File: src/source/iw_consts.svh
`ifndef IW_CONSTS_SVH
`define IW_CONSTS_SVH

// window geometry
`define IW_SIZE          8
// only the two lowest slots may issue
`define IW_EXEC_SLOTS    2
// slots wired to the register manager
`define IW_RESOLVE_SLOTS 4
// decoded entries land here
`define IW_DECODE_BASE   (`IW_SIZE-1)
`define IW_SLOT_ID_W     3

// datapath widths
`define IW_WORD_W        32
`define IW_VREG_W        5
`define IW_PREG_W        6
// one-hot branch context tag
`define IW_CONTEXT_W     4
// one-hot alu, mem, jump, branch; all zero is a nop
`define IW_EXEC_TYPE_W   4
// func3 and func7 merged
`define IW_OP_W          10

`endif

File: src/source/iw_pkg.sv
`include "iw_consts.svh"

package iw_pkg;

    // decoded instruction as handed over by decode
    typedef struct packed {
        logic [`IW_EXEC_TYPE_W-1:0] exec_type;
        logic [`IW_OP_W-1:0]        op;
        logic [`IW_CONTEXT_W-1:0]   context_tag;
        logic [`IW_VREG_W-1:0]      va_rs1;
        logic [`IW_VREG_W-1:0]      va_rs2;
        logic [`IW_VREG_W-1:0]      va_rd;
        logic                       need_rs1;
        logic                       need_rs2;
        logic                       need_rd;
        logic [`IW_WORD_W-1:0]      imm;
    } dec_info_t;

    // one window slot
    typedef struct packed {
        logic [`IW_EXEC_TYPE_W-1:0] exec_type;
        logic [`IW_OP_W-1:0]        op;
        logic [`IW_CONTEXT_W-1:0]   context_tag;
        logic [`IW_VREG_W-1:0]      va_rs1;
        logic [`IW_VREG_W-1:0]      va_rs2;
        logic [`IW_VREG_W-1:0]      va_rd;
        logic [`IW_WORD_W-1:0]      d_rs1;
        logic [`IW_WORD_W-1:0]      d_rs2;
        logic [`IW_PREG_W-1:0]      pa_rd;
        logic                       rs1_ready;
        logic                       rs2_ready;
        logic                       rd_ready;
    } iw_entry_t;

    // request to the register manager
    typedef struct packed {
        logic                       rs1_order;
        logic [`IW_VREG_W-1:0]      va_rs1;
        logic                       rs2_order;
        logic [`IW_VREG_W-1:0]      va_rs2;
        logic                       rd_order;
        logic [`IW_VREG_W-1:0]      va_rd;
        logic [`IW_CONTEXT_W-1:0]   context_tag;
    } reg_req_t;

    // same-cycle answer, one ready bit per field
    typedef struct packed {
        logic                       rs1_ready;
        logic [`IW_WORD_W-1:0]      rs1;
        logic                       rs2_ready;
        logic [`IW_WORD_W-1:0]      rs2;
        logic                       rd_ready;
        logic [`IW_PREG_W-1:0]      rd;
    } reg_resp_t;

    // packet offered to the execution unit
    typedef struct packed {
        logic [`IW_EXEC_TYPE_W-1:0] exec_type;
        logic [`IW_OP_W-1:0]        op;
        logic [`IW_PREG_W-1:0]      pa_rd;
        logic [`IW_WORD_W-1:0]      d_rs1;
        logic [`IW_WORD_W-1:0]      d_rs2;
        logic [`IW_CONTEXT_W-1:0]   context_tag;
    } exec_info_t;

endpackage

File: src/source/issue_select.sv
`timescale 1ns/1ps
`include "iw_consts.svh"

module issue_select (
    input  iw_pkg::iw_entry_t   slot_entry [`IW_SIZE],
    input  logic [`IW_SIZE-1:0] slot_valid,
    input  logic                accepted,
    output logic                order,
    output iw_pkg::exec_info_t  e_exec_info,
    output logic [`IW_SIZE-1:0] keep_valid
);
    import iw_pkg::*;

    logic [`IW_EXEC_SLOTS-1:0] ready;
    logic [`IW_SLOT_ID_W-1:0]  sel_id;
    iw_entry_t                 sel;

    // all operands known and not a nop
    always_comb begin
        for (int i = 0; i < `IW_EXEC_SLOTS; i++) begin
            ready[i] = slot_valid[i]
                     & slot_entry[i].rs1_ready
                     & slot_entry[i].rs2_ready
                     & slot_entry[i].rd_ready
                     & (|slot_entry[i].exec_type);
        end
    end

    // scan from the top so the lowest ready slot wins
    always_comb begin
        order  = 1'b0;
        sel_id = '0;
        for (int i = `IW_EXEC_SLOTS - 1; i >= 0; i--) begin
            if (ready[i]) begin
                order  = 1'b1;
                sel_id = i[`IW_SLOT_ID_W-1:0];
            end
        end
    end

    assign sel = slot_entry[sel_id];

    always_comb begin
        e_exec_info.exec_type   = sel.exec_type;
        e_exec_info.op          = sel.op;
        e_exec_info.pa_rd       = sel.pa_rd;
        e_exec_info.d_rs1       = sel.d_rs1;
        e_exec_info.d_rs2       = sel.d_rs2;
        e_exec_info.context_tag = sel.context_tag;
    end

    // issued entry leaves the window only when exec takes it
    always_comb begin
        keep_valid = slot_valid;
        if (order && accepted) begin
            keep_valid[sel_id] = 1'b0;
        end
    end

endmodule

File: src/source/window_compact.sv
`timescale 1ns/1ps
`include "iw_consts.svh"

module window_compact (
    input  logic [`IW_SIZE-1:0]      keep_valid,
    output logic [`IW_SLOT_ID_W-1:0] src_id [`IW_SIZE],
    output logic [`IW_SIZE-1:0]      next_valid
);

    // reach[k][j] is set once slots 0..j hold more than k survivors
    logic [`IW_SIZE-1:0] reach [`IW_SIZE];
    logic [`IW_SIZE-1:0] src_onehot [`IW_SIZE];

    always_comb begin
        for (int k = 0; k < `IW_SIZE; k++) begin
            for (int j = 0; j < `IW_SIZE; j++) begin
                if (j == 0) begin
                    reach[k][j] = (k == 0) ? keep_valid[0] : 1'b0;
                end else if (k == 0) begin
                    reach[k][j] = reach[k][j-1] | keep_valid[j];
                end else begin
                    reach[k][j] = reach[k][j-1]
                                | (reach[k-1][j-1] & keep_valid[j]);
                end
            end
        end
    end

    // rising edge of each row marks the k-th survivor
    always_comb begin
        for (int k = 0; k < `IW_SIZE; k++) begin
            src_onehot[k] = reach[k] & ~(reach[k] << 1);
            next_valid[k] = |src_onehot[k];
        end
    end

    // one-hot to index; empty rows point at slot 0
    always_comb begin
        for (int k = 0; k < `IW_SIZE; k++) begin
            src_id[k] = '0;
            for (int j = 0; j < `IW_SIZE; j++) begin
                if (src_onehot[k][j]) begin
                    src_id[k] = j[`IW_SLOT_ID_W-1:0];
                end
            end
        end
    end

endmodule

File: src/source/operand_resolve.sv
`timescale 1ns/1ps
`include "iw_consts.svh"

module operand_resolve (
    input  iw_pkg::iw_entry_t        slot_entry [`IW_SIZE],
    input  logic [`IW_SLOT_ID_W-1:0] src_id [`IW_SIZE],
    input  logic [`IW_SIZE-1:0]      next_valid,
    input  logic                     branch_hazard,
    input  logic [`IW_CONTEXT_W-1:0] hazard_context,
    output iw_pkg::reg_req_t         r_inst_vreg [`IW_RESOLVE_SLOTS],
    input  iw_pkg::reg_resp_t        r_inst_d_r [`IW_RESOLVE_SLOTS],
    output iw_pkg::iw_entry_t        next_entry [`IW_SIZE],
    output logic [`IW_SIZE-1:0]      next_valid_out,
    output logic                     accept_able
);
    import iw_pkg::*;

    iw_entry_t           moved [`IW_SIZE];
    logic [`IW_SIZE-1:0] kill;

    // gather, then drop anything on the mispredicted path
    always_comb begin
        for (int k = 0; k < `IW_SIZE; k++) begin
            moved[k]          = slot_entry[src_id[k]];
            kill[k]           = branch_hazard
                              & (|(hazard_context & moved[k].context_tag));
            next_valid_out[k] = next_valid[k] & ~kill[k];
        end
    end

    // lower slots ask for whatever is still missing
    always_comb begin
        for (int k = 0; k < `IW_RESOLVE_SLOTS; k++) begin
            r_inst_vreg[k].rs1_order   = next_valid_out[k] & ~moved[k].rs1_ready;
            r_inst_vreg[k].va_rs1      = moved[k].va_rs1;
            r_inst_vreg[k].rs2_order   = next_valid_out[k] & ~moved[k].rs2_ready;
            r_inst_vreg[k].va_rs2      = moved[k].va_rs2;
            r_inst_vreg[k].rd_order    = next_valid_out[k] & ~moved[k].rd_ready;
            r_inst_vreg[k].va_rd       = moved[k].va_rd;
            r_inst_vreg[k].context_tag = moved[k].context_tag;
        end
    end

    always_comb begin
        for (int k = 0; k < `IW_SIZE; k++) begin
            next_entry[k] = moved[k];
        end
        // merge answered fields
        for (int k = 0; k < `IW_RESOLVE_SLOTS; k++) begin
            if (r_inst_vreg[k].rs1_order && r_inst_d_r[k].rs1_ready) begin
                next_entry[k].d_rs1     = r_inst_d_r[k].rs1;
                next_entry[k].rs1_ready = 1'b1;
            end
            if (r_inst_vreg[k].rs2_order && r_inst_d_r[k].rs2_ready) begin
                next_entry[k].d_rs2     = r_inst_d_r[k].rs2;
                next_entry[k].rs2_ready = 1'b1;
            end
            if (r_inst_vreg[k].rd_order && r_inst_d_r[k].rd_ready) begin
                next_entry[k].pa_rd    = r_inst_d_r[k].rd;
                next_entry[k].rd_ready = 1'b1;
            end
        end
    end

    // top slot free after removal, compaction and kill
    assign accept_able = ~next_valid_out[`IW_DECODE_BASE];

endmodule

File: src/source/slot_array.sv
`timescale 1ns/1ps
`include "iw_consts.svh"

module slot_array (
    input  logic                     clk,
    input  logic                     rst,
    input  logic                     d_done,
    input  iw_pkg::dec_info_t        d_dec_exec_info,
    input  iw_pkg::iw_entry_t        next_entry [`IW_SIZE],
    input  logic [`IW_SIZE-1:0]      next_valid,
    input  logic                     branch_hazard,
    input  logic [`IW_CONTEXT_W-1:0] hazard_context,
    output iw_pkg::iw_entry_t        slot_entry [`IW_SIZE],
    output logic [`IW_SIZE-1:0]      slot_valid
);
    import iw_pkg::*;

    iw_entry_t dec_entry;
    logic      dec_kill;
    logic      dec_take;

    // decoded entry to window entry
    always_comb begin
        dec_entry.exec_type   = d_dec_exec_info.exec_type;
        dec_entry.op          = d_dec_exec_info.op;
        dec_entry.context_tag = d_dec_exec_info.context_tag;
        dec_entry.va_rs1      = d_dec_exec_info.va_rs1;
        dec_entry.va_rs2      = d_dec_exec_info.va_rs2;
        dec_entry.va_rd       = d_dec_exec_info.va_rd;
        // unneeded operands are known right away
        dec_entry.rs1_ready   = ~d_dec_exec_info.need_rs1;
        dec_entry.rs2_ready   = ~d_dec_exec_info.need_rs2;
        dec_entry.rd_ready    = ~d_dec_exec_info.need_rd;
        dec_entry.d_rs1       = '0;
        dec_entry.d_rs2       = d_dec_exec_info.need_rs2 ? '0 : d_dec_exec_info.imm;
        dec_entry.pa_rd       = '0;
    end

    // new entry already on a squashed path
    assign dec_kill = branch_hazard
                    & (|(hazard_context & d_dec_exec_info.context_tag));
    assign dec_take = d_done & ~next_valid[`IW_DECODE_BASE];

    always_ff @(posedge clk) begin
        if (rst) begin
            slot_valid <= '0;
        end else begin
            slot_valid[`IW_DECODE_BASE-1:0] <= next_valid[`IW_DECODE_BASE-1:0];
            slot_valid[`IW_DECODE_BASE] <= next_valid[`IW_DECODE_BASE]
                                         | (dec_take & ~dec_kill);
        end
    end

    // payload follows the valid flags
    always_ff @(posedge clk) begin
        for (int k = 0; k < `IW_DECODE_BASE; k++) begin
            slot_entry[k] <= next_entry[k];
        end
        if (next_valid[`IW_DECODE_BASE]) begin
            slot_entry[`IW_DECODE_BASE] <= next_entry[`IW_DECODE_BASE];
        end else begin
            slot_entry[`IW_DECODE_BASE] <= dec_entry;
        end
    end

endmodule

File: src/source/inst_window.sv
`timescale 1ns/1ps
`include "iw_consts.svh"

module inst_window (
    input  logic                     clk,
    input  logic                     rst,

    // to decode
    output logic                     accept_able,

    // from context manager
    input  logic                     branch_hazard,
    input  logic [`IW_CONTEXT_W-1:0] hazard_context,

    // from decode
    input  logic                     d_done,
    input  iw_pkg::dec_info_t        d_dec_exec_info,

    // register manager, answered in the same cycle
    output iw_pkg::reg_req_t         r_inst_vreg [`IW_RESOLVE_SLOTS],
    input  iw_pkg::reg_resp_t        r_inst_d_r [`IW_RESOLVE_SLOTS],

    // exec
    output logic                     order,
    input  logic                     accepted,
    output iw_pkg::exec_info_t       e_exec_info
);
    import iw_pkg::*;

    iw_entry_t                slot_entry [`IW_SIZE];
    iw_entry_t                next_entry [`IW_SIZE];
    logic [`IW_SIZE-1:0]      slot_valid;
    logic [`IW_SIZE-1:0]      keep_valid;
    logic [`IW_SIZE-1:0]      compact_valid;
    logic [`IW_SIZE-1:0]      next_valid;
    logic [`IW_SLOT_ID_W-1:0] src_id [`IW_SIZE];

    slot_array u_slot_array (
        .clk             (clk),
        .rst             (rst),
        .d_done          (d_done),
        .d_dec_exec_info (d_dec_exec_info),
        .next_entry      (next_entry),
        .next_valid      (next_valid),
        .branch_hazard   (branch_hazard),
        .hazard_context  (hazard_context),
        .slot_entry      (slot_entry),
        .slot_valid      (slot_valid)
    );

    issue_select u_issue_select (
        .slot_entry  (slot_entry),
        .slot_valid  (slot_valid),
        .accepted    (accepted),
        .order       (order),
        .e_exec_info (e_exec_info),
        .keep_valid  (keep_valid)
    );

    window_compact u_window_compact (
        .keep_valid (keep_valid),
        .src_id     (src_id),
        .next_valid (compact_valid)
    );

    operand_resolve u_operand_resolve (
        .slot_entry     (slot_entry),
        .src_id         (src_id),
        .next_valid     (compact_valid),
        .branch_hazard  (branch_hazard),
        .hazard_context (hazard_context),
        .r_inst_vreg    (r_inst_vreg),
        .r_inst_d_r     (r_inst_d_r),
        .next_entry     (next_entry),
        .next_valid_out (next_valid),
        .accept_able    (accept_able)
    );

endmodule

File: config.mk
export PLATFORM = sky130hd
export DESIGN_NAME = inst_window
export DESIGN_NICKNAME = d
export VERILOG_FILES = /design/src/source/iw_pkg.sv /design/src/source/issue_select.sv /design/src/source/window_compact.sv /design/src/source/operand_resolve.sv /design/src/source/slot_array.sv /design/src/source/inst_window.sv
export VERILOG_INCLUDE_DIRS = /design/src /design/src/source
export SDC_FILE = /design/constraint.sdc
export NUM_CORES = 2
export LEC_CHECK = 0
export BUFFER_PORTS_ARGS = -buffer_cell sky130_fd_sc_hd__buf_2
export CORE_MARGIN = 2
export CORE_UTILIZATION = 40
export DETAILED_ROUTE_END_ITERATION = 12
export GPL_ROUTABILITY_DRIVEN = 1
export PLACE_DENSITY = 0.54
export SKIP_CTS_REPAIR_TIMING = 1
export SLEW_MARGIN = 15
export SYNTH_ARGS = -nofsm -noshare
export SYNTH_HDL_FRONTEND = slang
export SYNTH_SLANG_ARGS = --single-unit
File: constraint.sdc
create_clock -name clk -period 7.4 [get_ports clk]
set_input_delay 0.74 -clock clk [delete_from_list [all_inputs] [get_ports clk]]
set_output_delay 0.74 -clock clk [all_outputs]
set_load 0.01 [all_outputs]
# ---- Word-level counts from Yosys, hierarchy flattened
# Cells that the tools add are included.
dict set report totals {
  mem_bits_rw 0
  latchBits 0
  romBits 0
  wordCells 393
  memories 0
  register_bits 856
}
dict set report classes {
  mux 98
  add_sub_neg 0
  bitwise 155
  magnitude_cmp 11
  n_reduce_logical 32
  div_mod_pow 0
  n_mul 0
  n_shift 0
  eq_ne 0
}
# operator n
set op_table {}
lappend op_table {{$bmux 106 s3} 9}
lappend op_table {{$mux 106} 19}
lappend op_table {{$mux 32} 9}
lappend op_table {{$mux 3} 43}
lappend op_table {{$and 1x1->1} 67}
lappend op_table {{$and 8x8->8} 8}
lappend op_table {{$not 8->8} 8}
lappend op_table {{$reduce_or 8->1} 7}
lappend op_table {{$reduce_or 4->1} 11}
lappend op_table {{$and 4x4->4} 9}
lappend op_table {{$ge 4x4->1 const B} 9}
lappend op_table {{$not 3->4} 8}
lappend op_table {{$or 1x1->1} 29}
lappend op_table {{$not 1->1} 25}
lappend op_table {{$mux 6} 4}
lappend op_table {{$logic_and 1x1->1} 14}
lappend op_table {{$mux 1} 12}
lappend op_table {{$mux 8} 1}
lappend op_table {{$lt 1x4->1 const B} 1}
lappend op_table {{$not 1->4} 1}
lappend op_table {{$demux 1 s3} 1}
lappend op_table {{$ge 1x1->1 const B} 1}

# ---- Logic depth before layout (Yosys ltp)
dict set report logic_depth {
  word_depth 43
  depth_mapped 20
  ltp_nobuf 14
}

# ---- Modules after synthesis
# A second synthesis with hierarchy kept.
dict set report unflattened {
  hier_cells 4804
  area_unflattened_um2 74682.9
}
# module cells_each area_per_inst_um2 n_inst
set modules_own_cells {}
lappend modules_own_cells {operand_resolve 3543 54285.8 1}
lappend modules_own_cells {slot_array 995 18232.5 1}
lappend modules_own_cells {issue_select 113 1276.2 1}
lappend modules_own_cells {window_compact 153 888.4 1}

# ---- Least setup slack after synthesis
# No wires, ideal clock.
dict set report synth_path {
  kind {reg2reg}
  startpoint {register, netlist name u_slot_array.slot_entry[844]}
  endpoint {register u_slot_array.slot_valid[6]}
  setup_time_ns 0.086
  path_buffers 1
  t_required_ns 7.314
  t_arrival_ns 5.498
  path_slack_ns 1.816
  stages_incl_launch_ff 13
  path_cell_list {edfxtp_1 > buf_2 > nor4_4 > o22ai_1 > a211oi_1 > inv_1 > nor2_1 > nand2_1 > o22ai_1 > a21oi_1 > a22oi_1 > nand2_1 > a211oi_1}
}
# item line
set synth_lines {}
lappend synth_lines {{to (signal, indexed assignment)} slot_array.sv:48} ;# slot_valid[`IW_DECODE_BASE-1:0] <= next_valid[`IW_DECODE_BASE-1:0];
lappend synth_lines {{to (signal, indexed assignment)} slot_array.sv:49} ;# slot_valid[`IW_DECODE_BASE] <= next_valid[`IW_DECODE_BASE]
lappend synth_lines {{to (decl)} slot_array.sv:14} ;# output logic [`IW_SIZE-1:0] slot_valid

==> flow_summary.yaml <==
status:
  status: "completed"
floorplan:
  start_util_pct: 40.4
  coreArea_um2: 157000
  die_x_um: 402
  dieArea_um2: 161000
  fp.dieH_um: 402
  rows: 145
  ios: 547
synthesis:
  syn_inst: 8048
  yosys_warnings: 0
  synth_top_area_share_pct: 33.5
  synthArstFlopShare_pct: 0
  yosysTopAreaCell: "edfxtp_1"
  avgSynthCellArea_um2: 7.86
  seq_area_frac_synth_pct: 38.3
  synth_most_common_cell: "nand2_1"
  ys.flop_type: "edfxtp_1"
  synth_cell_type_count: 80
  synth_edf_count: 706
  synth_commonest_cells: "2530 x nand2_1, 943 x a21oi_1, 844 x nand3_1, 706 x edfxtp_1, 611 x clkbuf_1"
  syn-num-nets: 8417
  synthTopCellsByArea: "edfxtp_1 34%, nand2_1 15%, a21oi_1 7.5%"
  synth_seq_cells: 856
  syn_area_um2: 63200
clock_tree:
  h-tree-depth: 3
  clock_path_buffers: 3
  clock-root-buffer: "clkbuf_16"
  clkSlewWorstSetupHoldPaths_ns: 0.06
  cts_tree: "yes"
  cts_buffers: 108
  cts.sinks: 856
  clk_latency_ns: 0.76
place:
  place_inst: 9970
  portBuffers: 546
  dpl.hpwl_um: 175000
  gp_congestion: 0.944
global_route:
  grt_pass1_wl_um: 446000
  grtUsageTotal_pct: 36.9
  antenna_found_initial: 15
  grt_pass1_vias: 63400
  gr-total-overflow: 0
  grt_max_degree: 175
cells_and_area:
  syn_to_final_growth_pct: 11.2
  drive_above_1_share_pct: 16.4
  nets: 8391
  multi_input_area_um2: 35500
  seq_area_um2: 24200
  nFillCells: 15400
  fin_cells: 10200
worst_hold_path:
  whs_path_depth: 2
  hp-class: "input pin to flop"
sta:
  layout_min_cycle_time_ns: 7.22
  min_period_over_period_pct: 97.6
  hold_violations: 0
  drv_slew: 0
  tns_ns: 0
  finalSetupViolCount: 0
  clock.fmax_mhz: 139
  relSlewSlack_pct: 19.7
  worst_pin_slew_ns: 1.21
  rsz0062_at_grt: "false"
  fin_skew_ns: 0.0400
setup_path:
  critPathSlowestCell: "or4_1"
  critPathCaptureType: "output port"
  crit_path_cell_trace: "or4_1, nand2_1, a31o_1, buf_4, nor2_1, inv_2, nor2_2, clkinv_1, o211a_4, buf_4, and3_1, nor4_1, o41ai_4, nand2_1, nor2_1, buf_2"
  cp_top_family: "simple AND/OR/NAND/NOR gates"
  worstSetupPathType: "flop to output port"
  cp_num_cells: 16
  path_buf_inv: 5
  reg2reg_depth: 13
  cp.required_ns: 6.66
  crit_fanout: 53
  cp.arrival_ns: 6.48
  critPathMaxStageDelay_ns: 0.65
  start_kind: "flop"
routing:
  drt_iter0_markers: 11100
  route.detailed.drc: 0
  wire_per_inst_um: 30.7
  vias_per_cell: 6.68
  vias: 67900
  wl_um: 313000
  ant_nets: 0
  dr.pass1.iters: 7
pwr:
  vdd_drop_max_mv: 0.189
  power.density_nw_per_um2: 234
  p_leak_uw: 0.0292
job:
  cap_violations: 0
==> worst paths after layout <==
path,start,end,slack (ns)
worst max-delay path,u_slot_array.slot_entry[844],r_inst_vreg[15],0.18
worst min-delay path,d_dec_exec_info[51],u_slot_array.slot_entry[89],0.26
worst max register to register,u_slot_array.slot_entry[744],u_slot_array.slot_entry[676],0.72
worst min register to register,u_slot_array.slot_entry[72],u_slot_array.slot_entry[72],0.58
==> layout make-up <==
cell class / count / share of cell area, %
repair buffers: 701 / 6.02
inverters: 98 / 0.544
diodes: 2 / 0.00712
flip-flops and latches: 856 / 34.4
clock buffers: 157 / 4.36
well taps: 2058 / 3.66
clock inverters: 47 / 0.569
multi-input cells: 6257 / 50.4
==> routing by layer <==
layer	up-vias	track usage, %	share of wire (%)	wire (um)
li1	28800	-	-	-
met1	32400	48.6	38	118000
met2	5629	55.3	43	134000
met3	1097	9.74	13	41300
met4	14	19.7	6.0	18600
met5	-	0	0.027	83
==> where the power goes <==
part	internal [uW]	leakage (uW)	switching [uW]
clock	3040	0.00170	2370
sequential	6150	0.00870	1220
combinational	1630	0.0188	2020
==> cells by family after synthesis <==
| logic type | after synthesis | synth area share, % |
|---|---|---|
| AO/OA/AOI/OAI | 1916 | 18.7 |
| buffers and inverters | 935 | 6.30 |
| flip-flops | 856 | 38.3 |
| multiplexers | 618 | 12.1 |
| AND/OR/NAND/NOR | 3723 | 24.6 |
==> cell usage in the layout, fill, tap and decap left out, types with 110 or more instances in the layout <==
cell type / instances
a21oi_1: 937
a22o_1: 111
a31oi_1: 268
buf_2: 546
buf_4: 128
clkbuf_16: 110
dfxtp_1: 150
edfxtp_1: 706
mux2_2: 292
mux2i_1: 199
nand2_1: 2516
nand3_1: 842
nor2_1: 143
o21ai_0: 141
o221ai_1: 125
==> sequential cells by signal, indices dropped and copies added (netlist names) <==
signal / flops
u_slot_array.slot_valid: 8
u_slot_array.slot_entry: 848
==> per-stage QoR <==
| step | utilization (%) | total power, uW | worst slack (ns) | hold WS, ns | area, um2 |
|---|---|---|---|---|---|
| 3_5_place_dp | 42.7 | 11000 | 0.738 | 0.563 | 66900 |
| 3_3_place_gp | 42.7 | 10900 | 0.593 | 0.567 | 66900 |
| 4_1_cts | 44.9 | 16300 | 0.302 | 0.221 | 70300 |
| 2_1_floorplan | - | 9640 | 1.82 | 0.523 | 63200 |
| 6_report | 44.9 | 16400 | 0.181 | 0.256 | 70300 |
| 5_1_grt | 44.9 | 17000 | 0.00572 | 0.241 | 70300 |
Power figures use the tool's default switching activity.
